--- src/rv_pkg.sv ---
`default_nettype none

package rv_pkg;

  // ==========================================================================
  // opcodes and instruction formats
  // ==========================================================================
  typedef enum logic [6:0] {
    OPC_OP     = 7'b0110011,
    OPC_OP_IMM = 7'b0010011,
    OPC_LOAD   = 7'b0000011,
    OPC_STORE  = 7'b0100011,
    OPC_BRANCH = 7'b1100011,
    OPC_JAL    = 7'b1101111,
    OPC_JALR   = 7'b1100111,
    OPC_LUI    = 7'b0110111,
    OPC_AUIPC  = 7'b0010111
  } opcode_e;

  // opcode kept as raw bits, unknown values must still decode
  typedef struct packed {
    logic [6:0] funct7;
    logic [4:0] rs2;
    logic [4:0] rs1;
    logic [2:0] funct3;
    logic [4:0] rd;
    logic [6:0] opcode;
  } r_fmt_t;

  typedef struct packed {
    logic [11:0] imm_11_0;
    logic [4:0]  rs1;
    logic [2:0]  funct3;
    logic [4:0]  rd;
    logic [6:0]  opcode;
  } i_fmt_t;

  typedef struct packed {
    logic [6:0] imm_11_5;
    logic [4:0] rs2;
    logic [4:0] rs1;
    logic [2:0] funct3;
    logic [4:0] imm_4_0;
    logic [6:0] opcode;
  } s_fmt_t;

  typedef struct packed {
    logic       imm_12;
    logic [5:0] imm_10_5;
    logic [4:0] rs2;
    logic [4:0] rs1;
    logic [2:0] funct3;
    logic [3:0] imm_4_1;
    logic       imm_11;
    logic [6:0] opcode;
  } b_fmt_t;

  typedef struct packed {
    logic [19:0] imm_31_12;
    logic [4:0]  rd;
    logic [6:0]  opcode;
  } u_fmt_t;

  typedef struct packed {
    logic       imm_20;
    logic [9:0] imm_10_1;
    logic       imm_11;
    logic [7:0] imm_19_12;
    logic [4:0] rd;
    logic [6:0] opcode;
  } j_fmt_t;

  typedef union packed {
    r_fmt_t r;
    i_fmt_t i;
    s_fmt_t s;
    b_fmt_t b;
    u_fmt_t u;
    j_fmt_t j;
  } insn_u;

  // ==========================================================================
  // control word
  // ==========================================================================
  typedef enum logic [3:0] {
    ALU_ADD, ALU_SUB, ALU_SLL, ALU_SLT, ALU_SLTU, ALU_XOR,
    ALU_SRL, ALU_SRA, ALU_OR, ALU_AND, ALU_PASS_B
  } alu_op_e;

  typedef enum logic [1:0] {WB_ALU, WB_LOAD, WB_PC4} wb_sel_e;
  typedef enum logic [1:0] {OPA_RS1, OPA_PC, OPA_ZERO} op_a_sel_e;
  typedef enum logic [1:0] {SIZE_BYTE, SIZE_HALF, SIZE_WORD} mem_size_e;

  typedef struct packed {
    alu_op_e   alu_op;
    op_a_sel_e op_a_sel;
    logic      op_b_imm;   // 1: immediate, 0: rs2
    logic      rd_wren;
    logic      mem_wren;
    logic      mem_rden;
    wb_sel_e   wb_sel;
    logic      br_unsign;
    logic      is_branch;
    logic      is_jump;
    logic      insn_vld;
  } ctrl_t;

  // ==========================================================================
  // board io
  // ==========================================================================
  typedef struct packed {
    logic [31:0]     ledr;
    logic [31:0]     ledg;
    logic [31:0]     lcd;
    logic [7:0][6:0] hex;  // hex[0] is the rightmost digit
  } board_io_t;

  parameter logic [31:0] IO_BASE       = 32'h1000_0000;
  parameter logic [31:0] IO_SW_ADDR    = 32'h1000_0000;
  parameter logic [31:0] IO_LEDR_ADDR  = 32'h1000_1000;
  parameter logic [31:0] IO_LEDG_ADDR  = 32'h1000_2000;
  parameter logic [31:0] IO_LCD_ADDR   = 32'h1000_3000;
  parameter logic [31:0] IO_HEXLO_ADDR = 32'h1000_4000;
  parameter logic [31:0] IO_HEXHI_ADDR = 32'h1000_5000;

endpackage

`default_nettype wire

--- src/rv_immgen.sv ---
`timescale 1ns/1ps
`default_nettype none

module rv_immgen
  import rv_pkg::*;
(
  input  insn_u       i_insn,
  output logic [31:0] o_imm
);

  logic sgn;  // every format keeps its sign in bit 31

  assign sgn = i_insn.r.funct7[6];

  always_comb begin
    case (i_insn.r.opcode)
      OPC_OP_IMM, OPC_LOAD, OPC_JALR:
        o_imm = {{20{sgn}}, i_insn.i.imm_11_0};
      OPC_STORE:
        o_imm = {{20{sgn}}, i_insn.s.imm_11_5, i_insn.s.imm_4_0};
      OPC_BRANCH:
        o_imm = {{19{sgn}}, i_insn.b.imm_12, i_insn.b.imm_11,
                 i_insn.b.imm_10_5, i_insn.b.imm_4_1, 1'b0};
      OPC_LUI, OPC_AUIPC:
        o_imm = {i_insn.u.imm_31_12, 12'd0};  // upper, no extension needed
      OPC_JAL:
        o_imm = {{11{sgn}}, i_insn.j.imm_20, i_insn.j.imm_19_12,
                 i_insn.j.imm_11, i_insn.j.imm_10_1, 1'b0};
      default:
        o_imm = 32'd0;  // r-type and unknown
    endcase
  end

endmodule

`default_nettype wire

--- config.mk ---
export PLATFORM = sky130hd
export DESIGN_NAME = rv_immgen
export DESIGN_NICKNAME = d
export VERILOG_FILES = /design/src/rv_pkg.sv /design/src/rv_immgen.sv
export SDC_FILE = /design/constraint.sdc
export NUM_CORES = 1
export LEC_CHECK = 0
export BUFFER_PORTS_ARGS = -buffer_cell sky130_fd_sc_hd__clkbuf_2
export CORE_MARGIN = 8
export CORE_UTILIZATION = 35
export DETAILED_ROUTE_END_ITERATION = 6
export GPL_TIMING_DRIVEN = 0
export PLACE_DENSITY = 0.95
export SYNTH_ARGS = -nofsm -noshare
export SYNTH_HDL_FRONTEND = slang
export SYNTH_SLANG_ARGS = --single-unit
--- constraint.sdc ---
create_clock -name vclk -period 1.65
set_input_delay 0.33 -clock vclk [all_inputs]
set_output_delay 0.33 -clock vclk [all_outputs]
set_load 0.01 [all_outputs]
* Yosys cells after proc, flatten, opt, wreduce, memory -nomap -nowiden
Index checks and enable logic that the tools add are counted.
** Storage, ports and cells
- Word-level logic and storage cells :: 11
- Bits in writable memories :: 0
- Latch bits :: 0
- Register bits after elaboration :: 0
- Memories :: 0
- Input port bits :: 32
- Bits in read-only memories :: 0
** Cells by class
- Bitwise gates (word level) :: 0
- Multipliers :: 0
- $lt $le $gt $ge :: 0
- Muxes and demuxes :: 1
- Equal/unequal tests :: 8
- Divide/modulo/power cells :: 0
- Shifts and indexed selects :: 0
- Reduce and logical (&&, ||, !) cells :: 2
- Add/sub/neg operators :: 0
** Operators by type and width (count)
- $pmux 32 s5 :: 1
- $eq 7x7->1 const B :: 3
- $eq 7x5->1 const B :: 2
- $eq 7x6->1 const B :: 2
- $eq 7x2->1 const B :: 1
- $reduce_or 3->1 :: 1
- $reduce_or 2->1 :: 1

* Longest topological paths before layout
- Depth in word-level cells :: 3
- Gate-level depth with buffers :: 5
- Depth with buffers taken out :: 3

* Worst setup path after synthesis
Ideal clock, no wire load.
- Kind :: input to output
- From :: in i_insn[2] in the netlist's numbering
- To :: out o_imm[20]
- Required time :: 1320 ps
- Buffers on the path :: 2
- Setup slack :: 7 ps
- Arrival time :: 1313 ps
- Cell stages on the path :: 5
- Cells stage by stage :: buf_4 -> and4bb_2 -> a2bb2oi_2 -> buf_2 -> o21ai_0
** On the way
- Word-level cells in the longest chain between the ends :: 3
- Elaborated cells between the ends (all ways) :: 11
- Classes of those cells :: eq/ne: 8; mux: 1; reduce/logical: 2
** Ends and longest elaborated chain
- start, declared :: line rv_immgen.sv:7 : input insn_u i_insn,
- $eq 7x5->1, or another cell as far along :: line rv_immgen.sv:16 : case (i_insn.r.opcode)
- $reduce_or 3->1 / $reduce_or 2->1 (equally long branches) :: line rv_immgen.sv:16
- $pmux 32 s5 (*) :: line rv_immgen.sv:16
- end, declared :: line rv_immgen.sv:8 : output logic [31:0] o_imm
Every way passes the cells marked *; elsewhere a longest branch is shown, timed or not.

* Worst setup path after layout
- From :: in i_insn[4] in the netlist's numbering
- To :: out o_imm[11]
The elaborated chain is that of the path after synthesis.

==> flow_metrics.env <==
export IMPL_grt_use_total_pct=17.0
export IMPL_synth_compound_area_share_pct=46.7
export IMPL_rsz0062_at_grt="yes"
export IMPL_avgSynthCellArea_um2=6.92
export IMPL_nNetsFinal=187
export IMPL_synth_top_area_share_pct=12.8
export IMPL_holdWs_ps=938
export IMPL_ctsHoldBuffers=0
export IMPL_syn_nets=111
export IMPL_slew_viol_final=0
export IMPL_num_io_pins=64
export IMPL_totalWireLength_mm=3.13
export IMPL_yosysWarnings=0
export IMPL_worst_slew_pin_slew_ps=384
export IMPL_syn_to_final_growth_pct=104
export IMPL_power_density_nw_per_um2=178
export IMPL_synth_simple_gate_area_share_pct=41.6
export IMPL_hold_start="i_insn[17]"
export IMPL_cp_arrival_ps=1480
export IMPL_antenna_cells=0
export IMPL_regArea_um2=0
export IMPL_dp_hpwl_mm=2.11
export IMPL_yosysUniqueCellTypes=33
export IMPL_fin_crit_ps=1810
export IMPL_max_stage_delay_ps=270
export IMPL_seq_cells=0
export IMPL_finalSetupTns_ps=-2580
export IMPL_vias=992
export IMPL_portBuffers=62
export IMPL_initialDrtViolationCount=27
export IMPL_status="complete, but fails checks"
export IMPL_drive_above_1_share_pct=66.0
export IMPL_antenna_found_initial=0
export IMPL_synth_mux_area_share_pct=1.83
export IMPL_overflow=0
export IMPL_p_leak_nw=0.621
export IMPL_wl_per_cell_um=18.5
export IMPL_slew_headroom_pct=74.4
export IMPL_die_area_um2=3080
export IMPL_syn_cell_area_um2=547
export IMPL_drc=0
export IMPL_hold_class="in -> out"
export IMPL_clock_buffers=0
export IMPL_fin_crit_sh_pct=110
export IMPL_slowest_stage="nand3b_1"
export IMPL_synth_top_area_cell="a21o_2"
export IMPL_routabilityCongestion=0.830
export IMPL_worstPathMaxFanout=9
export IMPL_synthCells=79
export IMPL_critPathRequiredTime_ps=1320
export IMPL_grt_max_degree=11
export IMPL_final_antenna_net_count=0
export IMPL_die_h_um=55.5
export IMPL_synth_most_common_cell="nand3_1"
export IMPL_yosysSeqAreaShare_pct=0
export IMPL_synth_adder_area_share_pct=0
export IMPL_finalHoldViolCount=0
export IMPL_synth_common_cells="nand3_1 (13), o21ai_0 (12), a21o_2 (8)"
export IMPL_max_freq_ghz=0.552
export IMPL_violations="setup timing"
export IMPL_die_w_um=55.5
export IMPL_cp_end_kind="output pin"
export IMPL_path_cells="buf_2 -> nand3b_1 -> buf_4 -> buf_4 -> o32ai_1 -> buf_2"
export IMPL_holdPathStages=3
export IMPL_vias_per_cell=5.87
export IMPL_crit_type="in -> out"
export IMPL_synth_top_family_by_area="compound AO/OA/AOI/OAI gates"
export IMPL_grt_util_met3_pct=5.71
export IMPL_initial_core_util_pct=36.7
export IMPL_synthXorXnorAreaFrac_pct=0
export IMPL_finalSetupViolCount=31
export IMPL_vdd_drop_max_mv=0.0963
export IMPL_grt_pass1_wl_mm=4.62
export IMPL_dr_pass1_iters=4
export IMPL_top_usage_layer="met2"
export IMPL_maxCapViolCount=0
export IMPL_start_kind="primary input"
export IMPL_core_area_um2=1490
export IMPL_grt_use_met2_pct=31.9
export IMPL_grt_pass1_vias=933
export IMPL_synthTopCellsByArea="a21o_2 (13%), nand3_1 (12%), o21ai_0 (11%)"
export IMPL_use_met1_pct=17.7
export IMPL_num_rows=14
export IMPL_critPathLaunch="i_insn[4]"
export IMPL_fin_ws_ps=-161
-- cell type report --
type | count | area, um2
Buffer | 8 | 71.3
Timing Repair Buffer | 74 | 475
Inverter | 1 | 3.75
Tap cell | 16 | 20.0
Multi-Input combinational cell | 70 | 543
Fill cell | 98 | 375
-- cell families (layout without fill, tap and decap cells) --
group	Yosys count	count (layout)
AO/OA/AOI/OAI	33	34
multiplexers	1	1
AND/OR/NAND/NOR	35	35
buffers and inverters	10	83
-- metal layers --
layer / part of all wire [%] / vias up
met5: 0 / -
met4: 1.2 / 0
met3: 12 / 4
met2: 52 / 75
met1: 34 / 458
li1: - / 455
-- critical path: cells and delay by family --
kind	cells	cell delay [ps]
simple gates	1	270
compound gates	1	250
buf+inv	4	640
-- power breakdown --
group          internal, W  leakage, nW  switching [W]  total (W)
registers                0            0              0          0
logic             0.000105        0.621      0.0000934   0.000198
clock network            0            0              0          0
-- path summary, 6_finish.rpt --
path              slack (ps)        end
hold / removal           940  o_imm[17]
setup / recovery        -160  o_imm[11]
-- cells in the final DEF, fill, tap and decap left out, drive strengths merged, types with 2 or more instances in the layout --
master and instances:
buf 45, clkbuf 37, nand3 13, o21ai 12, a21o 8, nor2b 4, a22o 4, and3b 3
and2b 3, nand2 2, o21a 2, a21oi 2
-- what timing repair did --
item / 4_1_cts / 5_1_grt
gates resized for setup: 13 / 58
gates cloned: 1 / 1
setup endpoints to repair: 28 / 32
buffers inserted: 6 / 5
pin swaps: 10 / 10
-- through the flow --
| step | instance area [um2] | instances | setup slack, ps | utilization [%] | power, W |
|---|---|---|---|---|---|
| final | 1110 | 169 | -161 | 74.8 | 0.000198 |
| after global routing | 1110 | 169 | -226 | 74.8 | 0.000212 |
| after CTS | 987 | 163 | -131 | 66.3 | 0.000167 |
| after detailed placement | 877 | 157 | -226 | 58.9 | 0.000142 |
| after global placement | 877 | 157 | -203 | 58.9 | 0.000136 |
| after floorplan | 547 | 79 | 6.78 | - | 0.0000714 |
Power figures use the tool's default switching activity.
