--- config.mk ---
export PLATFORM = sky130hd
export DESIGN_NAME = rv_control
export DESIGN_NICKNAME = d
export VERILOG_FILES = /design/src/rv_pkg.sv /design/src/rv_control.sv
export SDC_FILE = /design/constraint.sdc
export NUM_CORES = 1
export LEC_CHECK = 0
export BUFFER_PORTS_ARGS = -buffer_cell sky130_fd_sc_hd__buf_2
export CORE_AREA = 4 4 41 43
export DETAILED_ROUTE_END_ITERATION = 10
export DIE_AREA = 0 0 45 47
export PLACE_DENSITY = 0.78
export RECOVER_POWER = 25
export SLEW_MARGIN = 40
export SYNTH_ARGS = -nofsm -noshare
export SYNTH_HDL_FRONTEND = slang
export SYNTH_SLANG_ARGS = --single-unit
--- constraint.sdc ---
create_clock -name vclk -period 1.3
set_input_delay 0.26 -clock vclk [all_inputs]
set_output_delay 0.26 -clock vclk [all_outputs]
set_load 0.005 [all_outputs]
--- src/rv_pkg.sv ---
`default_nettype none

package rv_pkg;

  // ==========================================================================
  // opcodes and instruction formats
  // ==========================================================================
  typedef enum logic [6:0] {
    OPC_OP     = 7'b0110011,
    OPC_OP_IMM = 7'b0010011,
    OPC_LOAD   = 7'b0000011,
    OPC_STORE  = 7'b0100011,
    OPC_BRANCH = 7'b1100011,
    OPC_JAL    = 7'b1101111,
    OPC_JALR   = 7'b1100111,
    OPC_LUI    = 7'b0110111,
    OPC_AUIPC  = 7'b0010111
  } opcode_e;

  // opcode kept as raw bits, unknown values must still decode
  typedef struct packed {
    logic [6:0] funct7;
    logic [4:0] rs2;
    logic [4:0] rs1;
    logic [2:0] funct3;
    logic [4:0] rd;
    logic [6:0] opcode;
  } r_fmt_t;

  typedef struct packed {
    logic [11:0] imm_11_0;
    logic [4:0]  rs1;
    logic [2:0]  funct3;
    logic [4:0]  rd;
    logic [6:0]  opcode;
  } i_fmt_t;

  typedef struct packed {
    logic [6:0] imm_11_5;
    logic [4:0] rs2;
    logic [4:0] rs1;
    logic [2:0] funct3;
    logic [4:0] imm_4_0;
    logic [6:0] opcode;
  } s_fmt_t;

  typedef struct packed {
    logic       imm_12;
    logic [5:0] imm_10_5;
    logic [4:0] rs2;
    logic [4:0] rs1;
    logic [2:0] funct3;
    logic [3:0] imm_4_1;
    logic       imm_11;
    logic [6:0] opcode;
  } b_fmt_t;

  typedef struct packed {
    logic [19:0] imm_31_12;
    logic [4:0]  rd;
    logic [6:0]  opcode;
  } u_fmt_t;

  typedef struct packed {
    logic       imm_20;
    logic [9:0] imm_10_1;
    logic       imm_11;
    logic [7:0] imm_19_12;
    logic [4:0] rd;
    logic [6:0] opcode;
  } j_fmt_t;

  typedef union packed {
    r_fmt_t r;
    i_fmt_t i;
    s_fmt_t s;
    b_fmt_t b;
    u_fmt_t u;
    j_fmt_t j;
  } insn_u;

  // ==========================================================================
  // control word
  // ==========================================================================
  typedef enum logic [3:0] {
    ALU_ADD, ALU_SUB, ALU_SLL, ALU_SLT, ALU_SLTU, ALU_XOR,
    ALU_SRL, ALU_SRA, ALU_OR, ALU_AND, ALU_PASS_B
  } alu_op_e;

  typedef enum logic [1:0] {WB_ALU, WB_LOAD, WB_PC4} wb_sel_e;
  typedef enum logic [1:0] {OPA_RS1, OPA_PC, OPA_ZERO} op_a_sel_e;
  typedef enum logic [1:0] {SIZE_BYTE, SIZE_HALF, SIZE_WORD} mem_size_e;

  typedef struct packed {
    alu_op_e   alu_op;
    op_a_sel_e op_a_sel;
    logic      op_b_imm;   // 1: immediate, 0: rs2
    logic      rd_wren;
    logic      mem_wren;
    logic      mem_rden;
    wb_sel_e   wb_sel;
    logic      br_unsign;
    logic      is_branch;
    logic      is_jump;
    logic      insn_vld;
  } ctrl_t;

  // ==========================================================================
  // board io
  // ==========================================================================
  typedef struct packed {
    logic [31:0]     ledr;
    logic [31:0]     ledg;
    logic [31:0]     lcd;
    logic [7:0][6:0] hex;  // hex[0] is the rightmost digit
  } board_io_t;

  parameter logic [31:0] IO_BASE       = 32'h1000_0000;
  parameter logic [31:0] IO_SW_ADDR    = 32'h1000_0000;
  parameter logic [31:0] IO_LEDR_ADDR  = 32'h1000_1000;
  parameter logic [31:0] IO_LEDG_ADDR  = 32'h1000_2000;
  parameter logic [31:0] IO_LCD_ADDR   = 32'h1000_3000;
  parameter logic [31:0] IO_HEXLO_ADDR = 32'h1000_4000;
  parameter logic [31:0] IO_HEXHI_ADDR = 32'h1000_5000;

endpackage

`default_nettype wire

--- src/rv_control.sv ---
`timescale 1ns/1ps
`default_nettype none

module rv_control
  import rv_pkg::*;
(
  input  insn_u     i_insn,
  input  wire       i_br_equal,
  input  wire       i_br_less,
  output ctrl_t     o_ctrl,
  output mem_size_e o_size,
  output logic      o_ld_unsign,
  output logic      o_pc_take
);

  logic [2:0] funct3;
  logic       alt;       // funct7 bit 5, sub / sra
  logic       br_cond;

  // funct3 to alu op, shared by reg and imm forms
  function automatic alu_op_e alu_decode(input logic [2:0] f3, input logic sub_ok,
                                         input logic f7_alt);
    alu_op_e op;
    case (f3)
      3'b000:  op = (sub_ok && f7_alt) ? ALU_SUB : ALU_ADD;
      3'b001:  op = ALU_SLL;
      3'b010:  op = ALU_SLT;
      3'b011:  op = ALU_SLTU;
      3'b100:  op = ALU_XOR;
      3'b101:  op = f7_alt ? ALU_SRA : ALU_SRL;
      3'b110:  op = ALU_OR;
      default: op = ALU_AND;
    endcase
    return op;
  endfunction

  assign funct3 = i_insn.r.funct3;
  assign alt    = i_insn.r.funct7[5];

  // ==========================================================================
  // main decode
  // ==========================================================================
  always_comb begin
    // no-op defaults, nothing written
    o_ctrl.alu_op    = ALU_ADD;
    o_ctrl.op_a_sel  = OPA_RS1;
    o_ctrl.op_b_imm  = 1'b0;
    o_ctrl.rd_wren   = 1'b0;
    o_ctrl.mem_wren  = 1'b0;
    o_ctrl.mem_rden  = 1'b0;
    o_ctrl.wb_sel    = WB_ALU;
    o_ctrl.br_unsign = funct3[1];  // bltu / bgeu
    o_ctrl.is_branch = 1'b0;
    o_ctrl.is_jump   = 1'b0;
    o_ctrl.insn_vld  = 1'b1;
    case (i_insn.r.opcode)
      OPC_OP: begin
        o_ctrl.alu_op  = alu_decode(funct3, 1'b1, alt);
        o_ctrl.rd_wren = 1'b1;
      end
      OPC_OP_IMM: begin
        o_ctrl.alu_op   = alu_decode(funct3, 1'b0, alt);  // no subi
        o_ctrl.op_b_imm = 1'b1;
        o_ctrl.rd_wren  = 1'b1;
      end
      OPC_LOAD: begin
        o_ctrl.op_b_imm = 1'b1;
        o_ctrl.mem_rden = 1'b1;
        o_ctrl.rd_wren  = 1'b1;
        o_ctrl.wb_sel   = WB_LOAD;
      end
      OPC_STORE: begin
        o_ctrl.op_b_imm = 1'b1;
        o_ctrl.mem_wren = 1'b1;
      end
      OPC_BRANCH: begin
        o_ctrl.op_a_sel  = OPA_PC;  // alu forms pc + imm
        o_ctrl.op_b_imm  = 1'b1;
        o_ctrl.is_branch = 1'b1;
      end
      OPC_JAL, OPC_JALR: begin
        // jal adds to pc, jalr adds to rs1
        o_ctrl.op_a_sel = (i_insn.r.opcode == OPC_JAL) ? OPA_PC : OPA_RS1;
        o_ctrl.op_b_imm = 1'b1;
        o_ctrl.rd_wren  = 1'b1;
        o_ctrl.wb_sel   = WB_PC4;   // link address
        o_ctrl.is_jump  = 1'b1;
      end
      OPC_LUI: begin
        o_ctrl.op_a_sel = OPA_ZERO;
        o_ctrl.op_b_imm = 1'b1;
        o_ctrl.alu_op   = ALU_PASS_B;
        o_ctrl.rd_wren  = 1'b1;
      end
      OPC_AUIPC: begin
        o_ctrl.op_a_sel = OPA_PC;
        o_ctrl.op_b_imm = 1'b1;
        o_ctrl.rd_wren  = 1'b1;
      end
      default: o_ctrl.insn_vld = 1'b0;  // unsupported, acts as nop
    endcase
  end

  // size and sign straight from funct3
  always_comb begin
    case (funct3[1:0])
      2'b00:   o_size = SIZE_BYTE;
      2'b01:   o_size = SIZE_HALF;
      default: o_size = SIZE_WORD;
    endcase
  end
  assign o_ld_unsign = funct3[2];  // lbu / lhu

  // ==========================================================================
  // branch decision
  // ==========================================================================
  always_comb begin
    case (funct3)
      3'b000:         br_cond = i_br_equal;   // beq
      3'b001:         br_cond = !i_br_equal;  // bne
      3'b100, 3'b110: br_cond = i_br_less;    // blt, bltu
      3'b101, 3'b111: br_cond = !i_br_less;   // bge, bgeu
      default:        br_cond = 1'b0;
    endcase
  end

  assign o_pc_take = o_ctrl.is_jump || (o_ctrl.is_branch && br_cond);

endmodule

`default_nettype wire

Word-level counts from Yosys, hierarchy flattened. Index checks and enable logic that the tools add are counted.

Flip-flop bits (word level): 0. Logic and storage cells: 47.

Equal/unequal tests: 17. Mux-type cells: 17. Reductions and logical operators: 13.

Operator list (count): 4-bit case mux with 7 select lines (2); 7-bit by 6-bit equality test with 1-bit output (second input constant) (3); 7-bit equality test (second input constant) (3); 7-bit by 5-bit equality test with 1-bit output (second input constant) (2); 3-bit equality test (second input constant) (4); 4-bit case mux with 3 select lines (1); 1-bit 2-to-1 mux (10); 9-bit OR reduction (1); 2-bit case mux with 2 select lines (2); 2-bit OR reduction (4); 8-bit OR reduction (1); 7-bit by 2-bit equality test with 1-bit output (second input constant) (1); 7-bit OR reduction (1); 3-bit by 2-bit equality test with 1-bit output (second input constant) (2); 2-bit case mux with 3 select lines (1); 1-bit case mux with 4 select lines (1); 3-bit by 1-bit equality test with 1-bit output (second input constant) (1); 3-bit logical NOT (1); 2-bit by 1-bit equality test with 1-bit output (second input constant) (1); 1-bit logical NOT (2); 2-bit logical NOT (1); 1-bit logical AND (1); 1-bit logical OR (1).

Longest topological paths before layout.
Depth in word-level cells: 5. Depth in mapped cells: 4. Mapped depth without buffers: 3.

Least setup slack after synthesis. OpenSTA, ideal clock, no wires.

Path type: input port to output port. Start: input port i_insn[4] (netlist bit). End: output port o_ctrl[9] (netlist bit). Arrival time: 0.968 ns. Required time: 1.040 ns. Slack: 0.072 ns. Cell stages on the path: 4. Buffers on the path: 1. Cell sequence: buf_4 > and3b_2 > a31oi_1 > o32ai_1.

RTL lines: start, declared (line rv_control.sv:7) `input insn_u i_insn,`; end, declared (line rv_control.sv:10) `output ctrl_t o_ctrl,`.

==> flow_metrics.env <==
export IMPL_worst_pin_slew_ns=0.2682
export IMPL_die_w_um=45
export IMPL_crit_type="in -> out"
export IMPL_wire_per_inst_um=14.52
export IMPL_initial_core_util_pct=30.58
export IMPL_finalWirelength_mm=1.626
export IMPL_place_gp_congestion=0.7294
export IMPL_via_count=577
export IMPL_required_ns=1.04
export IMPL_yosysWarnings=0
export IMPL_synth_distinct_cells=29
export IMPL_fin_hold_ws_ns=0.8226
export IMPL_dp_hpwl_mm=1.113
export IMPL_nClkBuffers=0
export IMPL_layout_drive_gt1_share_pct=69.07
export IMPL_grt_max_degree=9
export IMPL_syn_area_um2=397.9
export IMPL_route_detailed_drc=0
export IMPL_grt_overflow=0
export IMPL_ys_seq_area_share_pct=0
export IMPL_p_leak_uw=0.0003614
export IMPL_maxCapViolCount=0
export IMPL_track_usage_pct=14.16
export IMPL_antennaDiodeCount=0
export IMPL_hp_class="in -> out"
export IMPL_chipHeight_um=47
export IMPL_path_buf_inv=3
export IMPL_cp_end_kind="output pin"
export IMPL_path_cells="buf_8 -> nor2_4 -> buf_6 -> nand3_4 -> nor4b_4 -> buf_2"
export IMPL_power_uw=213.3
export IMPL_power_density_nw_per_um2=262.3
export IMPL_finalHoldViolCount=0
export IMPL_netlist_area_leader_share_pct=7.547
export IMPL_first_pass_iters=4
export IMPL_dieArea_um2=2115
export IMPL_syn_nets=94
export IMPL_ys_top_cells_by_count="5 x nand2_1, 5 x nor2_1"
export IMPL_synth_area_leaders="buf_4 7.5%, a2111oi_4 6.9%, nand4_4 5.3%, a21oi_1 5.0%, buf_2 5.0%"
export IMPL_grt_pass1_vias=543
export IMPL_place_ws_ns=-0.1621
export IMPL_arrival_ns=1.10
export IMPL_path_max_fanout=3
export IMPL_clock_fmax_mhz=736.7
export IMPL_area_growth_pct=104.4
export IMPL_port_buffers=33
export IMPL_slew_headroom_pct=82.12
export IMPL_start_kind="input port"
export IMPL_avgViaCountPerCell=5.152
export IMPL_synth_largest_area_cell="buf_4"
export IMPL_first_iter_violations=6
export IMPL_min_period_ns=1.357
export IMPL_layout_nets=133
export IMPL_fillers=121
export IMPL_multi_input_area_um2=434.2
export IMPL_seq_cell_count=0
export IMPL_final_antenna_net_count=0
export IMPL_ios=54
export IMPL_peakVddDrop_uv=134.4
export IMPL_dp_cells=109
export IMPL_violations="negative setup slack"
export IMPL_regArea_um2=0
export IMPL_ctsHoldBuffers=0
export IMPL_status="finished, violations left"
export IMPL_antenna_found_initial=0
export IMPL_setup_ws_ns=-0.05740
export IMPL_drv_slew=0
export IMPL_final_cells=112
export IMPL_crit_slowest_cell="nor4b_4"
export IMPL_critPathMaxStageDelay_ns=0.22
export IMPL_rsz0062_at_grt="yes"
export IMPL_crit_family="simple AND/OR/NAND/NOR gates"
export IMPL_syn_area_per_cell_um2=6.631
export IMPL_coreArea_um2=1301
export IMPL_num_rows=13
export IMPL_synthCells=60
export IMPL_setup_viol=8
export IMPL_fin_crit_sh_pct=104.4
export IMPL_grt_pass1_wl_mm=2.352
-- final timing paths --
kind | startpoint | depth (start not counted) | to | slack [ns]
worst min-delay path | i_insn[13] | 3 | o_ctrl[3] | 0.82
worst max-delay path | i_insn[6] | 6 | o_ctrl[7] | -0.06
-- stage by stage --
stage / instance area (um^2) / util, % / setup TNS [ns]
floorplan: 397.9 / - / 0
global placement: 615.6 / 47.31 / -0.6015
detailed placement: 615.6 / 47.31 / -0.7079
CTS: 704.4 / 54.13 / -0.2117
global route: 813.3 / 62.50 / -0.6658
finish: 813.3 / 62.50 / -0.2318
-- per-layer routing --
| layer | vias up | wire (um) | track usage, % | share of wire [%] |
|---|---|---|---|---|
| met5 | - | 0 | 0 | 0 |
| met4 | 0 | 14 | 0 | 0.86 |
| met3 | 2 | 166 | 1.916 | 10 |
| met2 | 26 | 863 | 27.12 | 53 |
| met1 | 260 | 581 | 17.75 | 36 |
| li1 | 289 | - | - | - |
-- repair_timing --
action / in CTS / in global routing
pin swaps: 9 / 11
gates cloned: 0 / 0
resized for setup: 17 / 28
endpoints found under the setup margin: 11 / 14
buffers inserted: 3 / 0
-- final cells by class --
cell class | count | area share [%]
inverter | 3 | 1.385
multi-input combinational | 48 | 53.38
timing repair buffer | 46 | 42.92
tap | 15 | 2.308
-- power breakdown --
part / internal [uW] / switching, uW
sequential: 0 / 0
combinational: 107 / 107
clock: 0 / 0
total: 107 / 107
-- cell families (layout without fill, tap and decap cells) --
| kind of cell | after synthesis | after routing | share of synthesized area [%] |
|---|---|---|---|
| compound gates | 15 | 15 | 29.25 |
| simple gates | 30 | 30 | 47.80 |
| xor+xnor | 3 | 3 | 6.605 |
| buf+inv | 12 | 49 | 16.35 |
-- cells in the final DEF (no fill, tap or decap), types with 2 or more instances in the layout --
| master | n |
|---|---|
| buf_2 | 26 |
| buf_6 | 9 |
| buf_4 | 7 |
| nor2_1 | 4 |
| nand2_1 | 3 |
| a21oi_2 | 3 |
| buf_8 | 3 |
| nor3_2 | 2 |
| nor2b_1 | 2 |
| a32oi_1 | 2 |
| nor3_1 | 2 |
| nand2b_1 | 2 |
| nand3b_1 | 2 |
| inv_1 | 2 |
| xor2_1 | 2 |
| o21ai_1 | 2 |
Note: power is estimated with default switching activity, not from simulation.
