## src/rv_regfile.sv

```systemverilog
`timescale 1ns/1ps
`default_nettype none

module rv_regfile (
  input  wire         i_clk,
  input  wire         i_reset,
  input  wire  [4:0]  i_rs1_addr,
  input  wire  [4:0]  i_rs2_addr,
  input  wire  [4:0]  i_rd_addr,
  input  wire  [31:0] i_rd_data,
  input  wire         i_rd_wren,
  output logic [31:0] o_rs1_data,
  output logic [31:0] o_rs2_data
);

  logic [31:1][31:0] regs_q;  // x1..x31, x0 not stored

  always_ff @(posedge i_clk or negedge i_reset) begin
    if (!i_reset) begin
      regs_q <= '0;
    end else if (i_rd_wren && (i_rd_addr != 5'd0)) begin
      regs_q[i_rd_addr] <= i_rd_data;
    end
  end

  // async reads
  assign o_rs1_data = (i_rs1_addr == 5'd0) ? 32'd0 : regs_q[i_rs1_addr];
  assign o_rs2_data = (i_rs2_addr == 5'd0) ? 32'd0 : regs_q[i_rs2_addr];

endmodule

`default_nettype wire

```

## config.mk

```make
export PLATFORM = sky130hd
export DESIGN_NAME = rv_regfile
export DESIGN_NICKNAME = d
export VERILOG_FILES = /design/src/rv_regfile.sv
export SDC_FILE = /design/constraint.sdc
export NUM_CORES = 2
export LEC_CHECK = 0
export ABC_AREA = 1
export CAP_MARGIN = 30
export CORE_MARGIN = 10
export CORE_UTILIZATION = 50
export CTS_BUF_LIST = sky130_fd_sc_hd__clkbuf_8
export DETAILED_ROUTE_END_ITERATION = 8
export DONT_BUFFER_PORTS = 1
export GPL_ROUTABILITY_DRIVEN = 0
export HOLD_SLACK_MARGIN = 0.06
export MAX_ROUTING_LAYER = met4
export SLEW_MARGIN = 20
export SYNTH_ARGS = -nofsm -noshare
export SYNTH_HDL_FRONTEND = slang
export SYNTH_SLANG_ARGS = --single-unit
export TNS_END_PERCENT = 10
```

## constraint.sdc

```tcl
create_clock -name i_clk -period 3 [get_ports i_clk]
set_clock_uncertainty 0.05 [all_clocks]
set_input_delay 0.3 -clock i_clk [delete_from_list [all_inputs] [get_ports i_clk]]
set_output_delay 0.3 -clock i_clk [all_outputs]
set_load 0.05 [all_outputs]
```

Yosys cells after proc, flatten, opt, wreduce, memory -nomap -nowiden
Cells that the tools add are included.
{"block": "op_classes", "reduce_logical": 5, "magnitude_cmp": 4, "mux": 9}
{"op": "992-bit bitwise mux", "count": 1}
{"op": "32-bit binary-select mux with 5-bit select", "count": 2}
{"op": "32-bit demux with 5-bit select", "count": 1}
{"op": "32-bit two-way mux", "count": 5}
{"op": "5-bit by 6-bit < comparator with 1-bit output (second input constant)", "count": 3}
{"op": "5-bit logical NOT", "count": 2}
{"op": "5-bit by 1-bit greater-or-equal comparator with 1-bit output (second input constant)", "count": 1}
{"op": "5-bit nonzero test", "count": 1}
{"op": "1-bit logical AND", "count": 2}
{"block": "word_totals", "regBits": 992, "input_bits": 50, "out_inout_bits": 64, "elab_cells": 49}

Longest topological paths before layout
{"block": "depth", "ltp_word": 5, "ltp_mapped": 14, "depth_no_buf": 11}

Least setup slack after synthesis
No wires, ideal clock.
{"block": "synth_path", "kind": "input-to-output", "from": "input i_rs1_addr[0]", "to": "output o_rs1_data[2]", "t_arrival_ps": 1817, "n_path_buf": 3, "path_stages": 12, "slack_ps": 833, "path_cell_list": "buf_2 -> inv_2 -> clkbuf_1 -> clkbuf_1 -> nand2_1 -> nand2_1 -> nand2_1 -> nand3_1 -> nand3_1 -> nand2_1 -> nand2_1 -> nand2_1"}
{"block": "synth_between", "elab_chain_cells": 3, "word_cells_on_any_way": 4, "cone_classes": "mux: 3; reduce/logical: 1"}
{"element": "from (decl)", "line_no": "7", "text": "input wire [4:0] i_rs1_addr,"}
{"element": "32-bit binary-select mux with 5-bit select", "line_no": "27", "text": "assign o_rs1_data = (i_rs1_addr == 5'd0) ? 32'd0 : regs_q[i_rs1_addr];"}
{"element": "32-bit two-way mux (not written as such)", "line_no": "27"}
{"element": "32-bit two-way mux (*)", "line_no": "27"}
{"element": "to (decl)", "line_no": "12", "text": "output logic [31:0] o_rs1_data,"}
Mark *: on every way between the ends. The rest lies on a longest branch, timed or not. The select of a mux whose other input is x is not followed.

Worst setup path after layout
{"block": "layout_path", "from": "input i_rs2_addr[0]", "to": "output o_rs2_data[5]"}
{"block": "layout_between", "elab_chain_cells": 3, "word_cells_on_any_way": 4, "cone_classes": "mux: 3; reduce/logical: 1"}
{"element": "from (decl)", "line_no": "8", "text": "input wire [4:0] i_rs2_addr,"}
{"element": "32-bit binary-select mux with 5-bit select", "line_no": "28", "text": "assign o_rs2_data = (i_rs2_addr == 5'd0) ? 32'd0 : regs_q[i_rs2_addr];"}
{"element": "32-bit two-way mux (not written as such)", "line_no": "28"}
{"element": "32-bit two-way mux (*)", "line_no": "28"}
{"element": "to (decl)", "line_no": "13", "text": "output logic [31:0] o_rs2_data"}
Marked as above.

==> impl_results.html <==
<table>
<tr><th>Metric</th><th>Value</th></tr>
<tr><th colspan="2">Synth</th></tr>
<tr><td>Adder-Cell Fraction of Synth Area</td><td>0%</td></tr>
<tr><td>Sequential cell area fraction in the yosys report</td><td>41.9%</td></tr>
<tr><td>XOR/XNOR share of the synthesized area</td><td>0%</td></tr>
<tr><td>Count of yosys warnings during synthesis</td><td>0</td></tr>
<tr><td>Top post-synthesis cells by count</td><td>sky130_fd_sc_hd__nand2_1 (5,004), sky130_fd_sc_hd__nand3_1 (1,156), sky130_fd_sc_hd__dfrtp_1 (992)</td></tr>
<tr><td>Cells after synthesis</td><td>9,480</td></tr>
<tr><td>Post-synth top area share</td><td>41.9%</td></tr>
<tr><td>Most instantiated flip-flop cell in the synthesis netlist</td><td>sky130_fd_sc_hd__dfrtp_1</td></tr>
<tr><td>Number of enable-type register cells in the synthesized netlist</td><td>0</td></tr>
<tr><td>Proportion of synthesized flip-flops having asynchronous set or reset</td><td>100%</td></tr>
<tr><td>Multiplexer fraction of the synthesized cell area</td><td>0%</td></tr>
<tr><td>Syn Nets</td><td>9,530</td></tr>
<tr><td>Average size of a mapped cell</td><td>6.25 sq um</td></tr>
<tr><td>Compound-Gate Fraction of Synth Area</td><td>5.23%</td></tr>
<tr><td>Simple-gate area share of the yosys netlist</td><td>42.7%</td></tr>
<tr><td>Register bit total from synthesis</td><td>992</td></tr>
<tr><td>Most frequent cell after synthesis</td><td>sky130_fd_sc_hd__nand2_1</td></tr>
<tr><td>Cell taking the most area after synthesis</td><td>sky130_fd_sc_hd__dfrtp_1</td></tr>
<tr><td>Dominant combinational cell family by area after synthesis</td><td>simple AND/OR/NAND/NOR gates</td></tr>
<tr><td>Syn Std Cell Area</td><td>0.0592 sq mm</td></tr>
<tr><td>Cell types occupying the most area after synthesis</td><td>sky130_fd_sc_hd__dfrtp_1 (42%), sky130_fd_sc_hd__nand2_1 (32%), sky130_fd_sc_hd__nand3_1 (9.8%), sky130_fd_sc_hd__inv_1 (5.4%), sky130_fd_sc_hd__o21ai_0 (3.4%)</td></tr>
<tr><td>Distinct cells, synth</td><td>17</td></tr>
<tr><th colspan="2">Floorplanning</th></tr>
<tr><td>Number of I/O pins</td><td>114</td></tr>
<tr><td>Die area</td><td>0.133 sq mm</td></tr>
<tr><td>Effective utilization at floorplan</td><td>50.3%</td></tr>
<tr><td># rows</td><td>126</td></tr>
<tr><td>Core Footprint</td><td>0.118 sq mm</td></tr>
<tr><td>Overall die height</td><td>364 microns</td></tr>
<tr><td>Die Wd</td><td>364 microns</td></tr>
<tr><th colspan="2">Routing</th></tr>
<tr><td>DRT iter0 DRCs</td><td>9,024</td></tr>
<tr><td>Via Count</td><td>62.5k</td></tr>
<tr><td>WL met1</td><td>103,000 microns</td></tr>
<tr><td>Max Used Layer</td><td>met4</td></tr>
<tr><td>Total wire length</td><td>263,000 microns</td></tr>
<tr><td>Avg WL per Cell</td><td>23.9 microns</td></tr>
<tr><td>Number of detailed-routing iterations run before antenna repair</td><td>6</td></tr>
<tr><td>Met3 routed WL</td><td>33,000 microns</td></tr>
<tr><td>Detail-routed via count per cell</td><td>5.70</td></tr>
<tr><td>Met2 wire len</td><td>112,000 microns</td></tr>
<tr><td>Antenna viol nets, final</td><td>0</td></tr>
<tr><td>DRC Markers</td><td>0</td></tr>
<tr><th colspan="2">Clock network</th></tr>
<tr><td>Setup Fix Bufs, Post-CTS</td><td>0</td></tr>
<tr><td>Cell at the root of the clock tree</td><td>sky130_fd_sc_hd__clkbuf_8</td></tr>
<tr><td>CTS clk-pin slew, worst paths</td><td>60 ps</td></tr>
<tr><td>TritonCTS clock tree</td><td>built</td></tr>
<tr><td>Number of buffers created by CTS</td><td>182</td></tr>
<tr><td>H-tree depth</td><td>4</td></tr>
<tr><td>Clock latency on the worst-skew pair</td><td>940 ps</td></tr>
<tr><td>Clock sinks</td><td>992</td></tr>
<tr><td>Maximum number of buffers from clock root to sink</td><td>3</td></tr>
<tr><th colspan="2">Layout</th></tr>
<tr><td>Largest registers in the final layout</td><td>regs_q: 992 flops</td></tr>
<tr><td>Utilization of the core after routing</td><td>56.7%</td></tr>
<tr><td>Layout area overhead</td><td>12.8%</td></tr>
<tr><td>Layout cells sized above 1</td><td>6.45%</td></tr>
<tr><td>Final std cells w/o fill</td><td>11.0k</td></tr>
<tr><td>Max reg flops</td><td>992</td></tr>
<tr><td>Register ranked first by flip-flop count</td><td>regs_q</td></tr>
<tr><td># nets final</td><td>9,345</td></tr>
<tr><th colspan="2">Pwr</th></tr>
<tr><td>Total net switching power</td><td>0.0138 W</td></tr>
<tr><td>Static power due to leakage</td><td>36.3 nW</td></tr>
<tr><td>VDD IR max</td><td>0.000546 V</td></tr>
<tr><td>Power Density</td><td>599 mW/mm^2</td></tr>
<tr><td>Int Power</td><td>0.0262 W</td></tr>
<tr><td>Switching Share</td><td>34.5%</td></tr>
<tr><td>Share of total power in combinational logic</td><td>22.6%</td></tr>
<tr><td>Relative contribution of the clock network to total power</td><td>32.9%</td></tr>
<tr><td>Reg power frac</td><td>44.5%</td></tr>
<tr><th colspan="2">Global route</th></tr>
<tr><td>Overall routing resource usage</td><td>40.0%</td></tr>
<tr><td>Pin count of the biggest net entering global routing</td><td>993</td></tr>
<tr><td>Number of antenna violations at the first check in global routing</td><td>21</td></tr>
<tr><td>Number of global-route vias before repair</td><td>57.5k</td></tr>
<tr><td>First-pass GRT wire length</td><td>385,000 microns</td></tr>
<tr><td>Overflow left after global routing</td><td>0</td></tr>
<tr><th colspan="2">Timing</th></tr>
<tr><td>Tightest Pin Transition</td><td>1070 ps</td></tr>
<tr><td>Final sum of negative setup slack</td><td>-7850 ps</td></tr>
<tr><td>Final setup violating endpoints</td><td>40</td></tr>
<tr><td>Max Transition Viols Final</td><td>0</td></tr>
<tr><td>Achievable Freq</td><td>0.297 GHz</td></tr>
<tr><td>Setup slack after layout</td><td>-369 ps</td></tr>
<tr><td>Rel. slew slack</td><td>28.4%</td></tr>
<tr><td>Hold Vio Cnt, Final</td><td>0</td></tr>
<tr><td>RSZ-0062 raised after global routing</td><td>no</td></tr>
<tr><td>Period Utilization, post-route</td><td>112%</td></tr>
<tr><td>Final Critical Period</td><td>3370 ps</td></tr>
<tr><th colspan="2">Place</th></tr>
<tr><td>Post-Place Cells</td><td>10.6k</td></tr>
<tr><td>DPL Wire Length</td><td>141,000 microns</td></tr>
<tr><td>Number of port buffers</td><td>0</td></tr>
<tr><td>Dpl ws</td><td>358 ps</td></tr>
<tr><th colspan="2">Setup path</th></tr>
<tr><td>Required time at the worst-slack endpoint</td><td>2650 ps</td></tr>
<tr><td>Critical path fanouts, max</td><td>491</td></tr>
<tr><td>Critical Path End Type</td><td>output pin</td></tr>
<tr><td>Type of origin of the critical path</td><td>input port</td></tr>
<tr><td>Startpoint-to-endpoint class of the critical path</td><td>input port to output pin</td></tr>
<tr><td>Arrival time of the worst setup path</td><td>3020 ps</td></tr>
<tr><th colspan="2">Outcome</th></tr>
<tr><td>Failing checks</td><td>setup timing</td></tr>
<tr><td>Status</td><td>complete, but fails checks</td></tr>
<tr><th colspan="2">Run</th></tr>
<tr><td>Maximum Capacitance Violations</td><td>0</td></tr>
<tr><th colspan="2">Min path</th></tr>
<tr><td>Class of the tightest hold or removal check</td><td>input port to flop</td></tr>
</table>
## routing by layer
layer	up-vias	track usage [%]
li1	28600	-
met1	29200	51.6
met2	3951	58.1
met3	782	10.3
met4	0	19.7
met5	-	-
## power groups by stage
stage	sequential (W)	clock (W)	combinational [W]
finish	0.0178	0.0132	0.00906
floorplan	0.0174	0	0.00648
CTS	0.0177	0.0132	0.00860
global route	0.0181	0.0139	0.0103
detailed placement	0.0179	0	0.00834
global placement	0.0178	0	0.00815
## path summary, 6_finish.rpt
path / start / end / slack, ps / cells past startpoint
min in group asynchronous: i_reset / regs_q[813] / 220 / 5
max in group asynchronous: i_reset / regs_q[758] / 350 / 7
setup reg to reg: regs_q[153] / regs_q[153] / 2220 / 2
hold reg to reg: regs_q[326] / regs_q[326] / 420 / 2
hold / removal: i_rd_addr[2] / regs_q[118] / 130 / 5
setup / recovery: i_rs2_addr[0] / o_rs2_data[5] / -370 / 11
## cell type report
cell class | instances | area (sq um)
Inverter | 867 | 3290
Multi-Input combinational cell | 6934 | 28700
Fill cell | 11700 | 51000
Timing Repair Buffer | 318 | 4500
Sequential cell | 992 | 24800
Tap cell | 1536 | 1920
Clock inverter | 78 | 314
Clock buffer | 236 | 3250
Antenna cell | 20 | 50.0
## cell families (layout without fill, tap and decap cells)
logic type | count (synthesis) | after routing
compound gates | 619 | 619
buf+inv | 1554 | 1499
flops | 992 | 992
other cells | 0 | 20
simple gates | 6315 | 6315
## critical path, stage by stage
cell and delay, ps:
sky130_fd_sc_hd__inv_8 660, sky130_fd_sc_hd__buf_12 340, sky130_fd_sc_hd__buf_4 260, sky130_fd_sc_hd__nand2_1 70, sky130_fd_sc_hd__nand3_1 70, sky130_fd_sc_hd__nand3_1 90, sky130_fd_sc_hd__nand3_1 170, sky130_fd_sc_hd__nand2_1 70
sky130_fd_sc_hd__nand2_1 60, sky130_fd_sc_hd__nand2_1 180, sky130_fd_sc_hd__buf_12 220
## metrics by stage
step | power (W) | instance area, sq um | hold WS [ps]
2_1_floorplan | 0.0239 | 59200 | -45.6
3_3_place_gp | 0.0260 | 62100 | -8.69
3_5_place_dp | 0.0262 | 62100 | 3.75
4_1_cts | 0.0395 | 66200 | -993
5_1_grt | 0.0423 | 66800 | 120
6_report | 0.0400 | 66800 | 132
## layout by cell type, fill, tap and decap left out
cell,Yosys,routed
sky130_fd_sc_hd__nand2_2,6,28
sky130_fd_sc_hd__nor2_2,21,2
sky130_fd_sc_hd__a21oi_1,156,156
sky130_fd_sc_hd__dfrtp_1,992,992
sky130_fd_sc_hd__nor2_1,118,114
sky130_fd_sc_hd__nand3_4,0,7
sky130_fd_sc_hd__buf_12,0,135
sky130_fd_sc_hd__nor4_4,1,1
sky130_fd_sc_hd__clkbuf_8,0,236
sky130_fd_sc_hd__inv_2,19,17
sky130_fd_sc_hd__nand2_4,0,5
sky130_fd_sc_hd__buf_6,0,12
sky130_fd_sc_hd__buf_4,0,105
sky130_fd_sc_hd__dlygate4sd3_1,0,49
sky130_fd_sc_hd__buf_8,0,7
sky130_fd_sc_hd__inv_6,0,1
sky130_fd_sc_hd__o21ai_1,64,64
sky130_fd_sc_hd__diode_2,0,20
sky130_fd_sc_hd__nand2_1,5004,4977
sky130_fd_sc_hd__nand3_1,1156,1152
sky130_fd_sc_hd__clkinv_2,0,13
sky130_fd_sc_hd__nor3_1,6,6
sky130_fd_sc_hd__o21ai_0,399,399
sky130_fd_sc_hd__inv_8,0,4
sky130_fd_sc_hd__buf_16,0,10
sky130_fd_sc_hd__clkinvlp_4,0,2
sky130_fd_sc_hd__inv_1,848,908
sky130_fd_sc_hd__nor2_4,0,23
## timing repair
| action | in CTS | in global routing |
|---|---|---|
| hold buffers | 51 | 5 |
| gates resized for setup | 0 | 4 |
| setup endpoints to repair | 0 | 4 |
| hold endpoints to repair | 1984 | 375 |
Note: power is estimated with default switching activity, not from simulation.
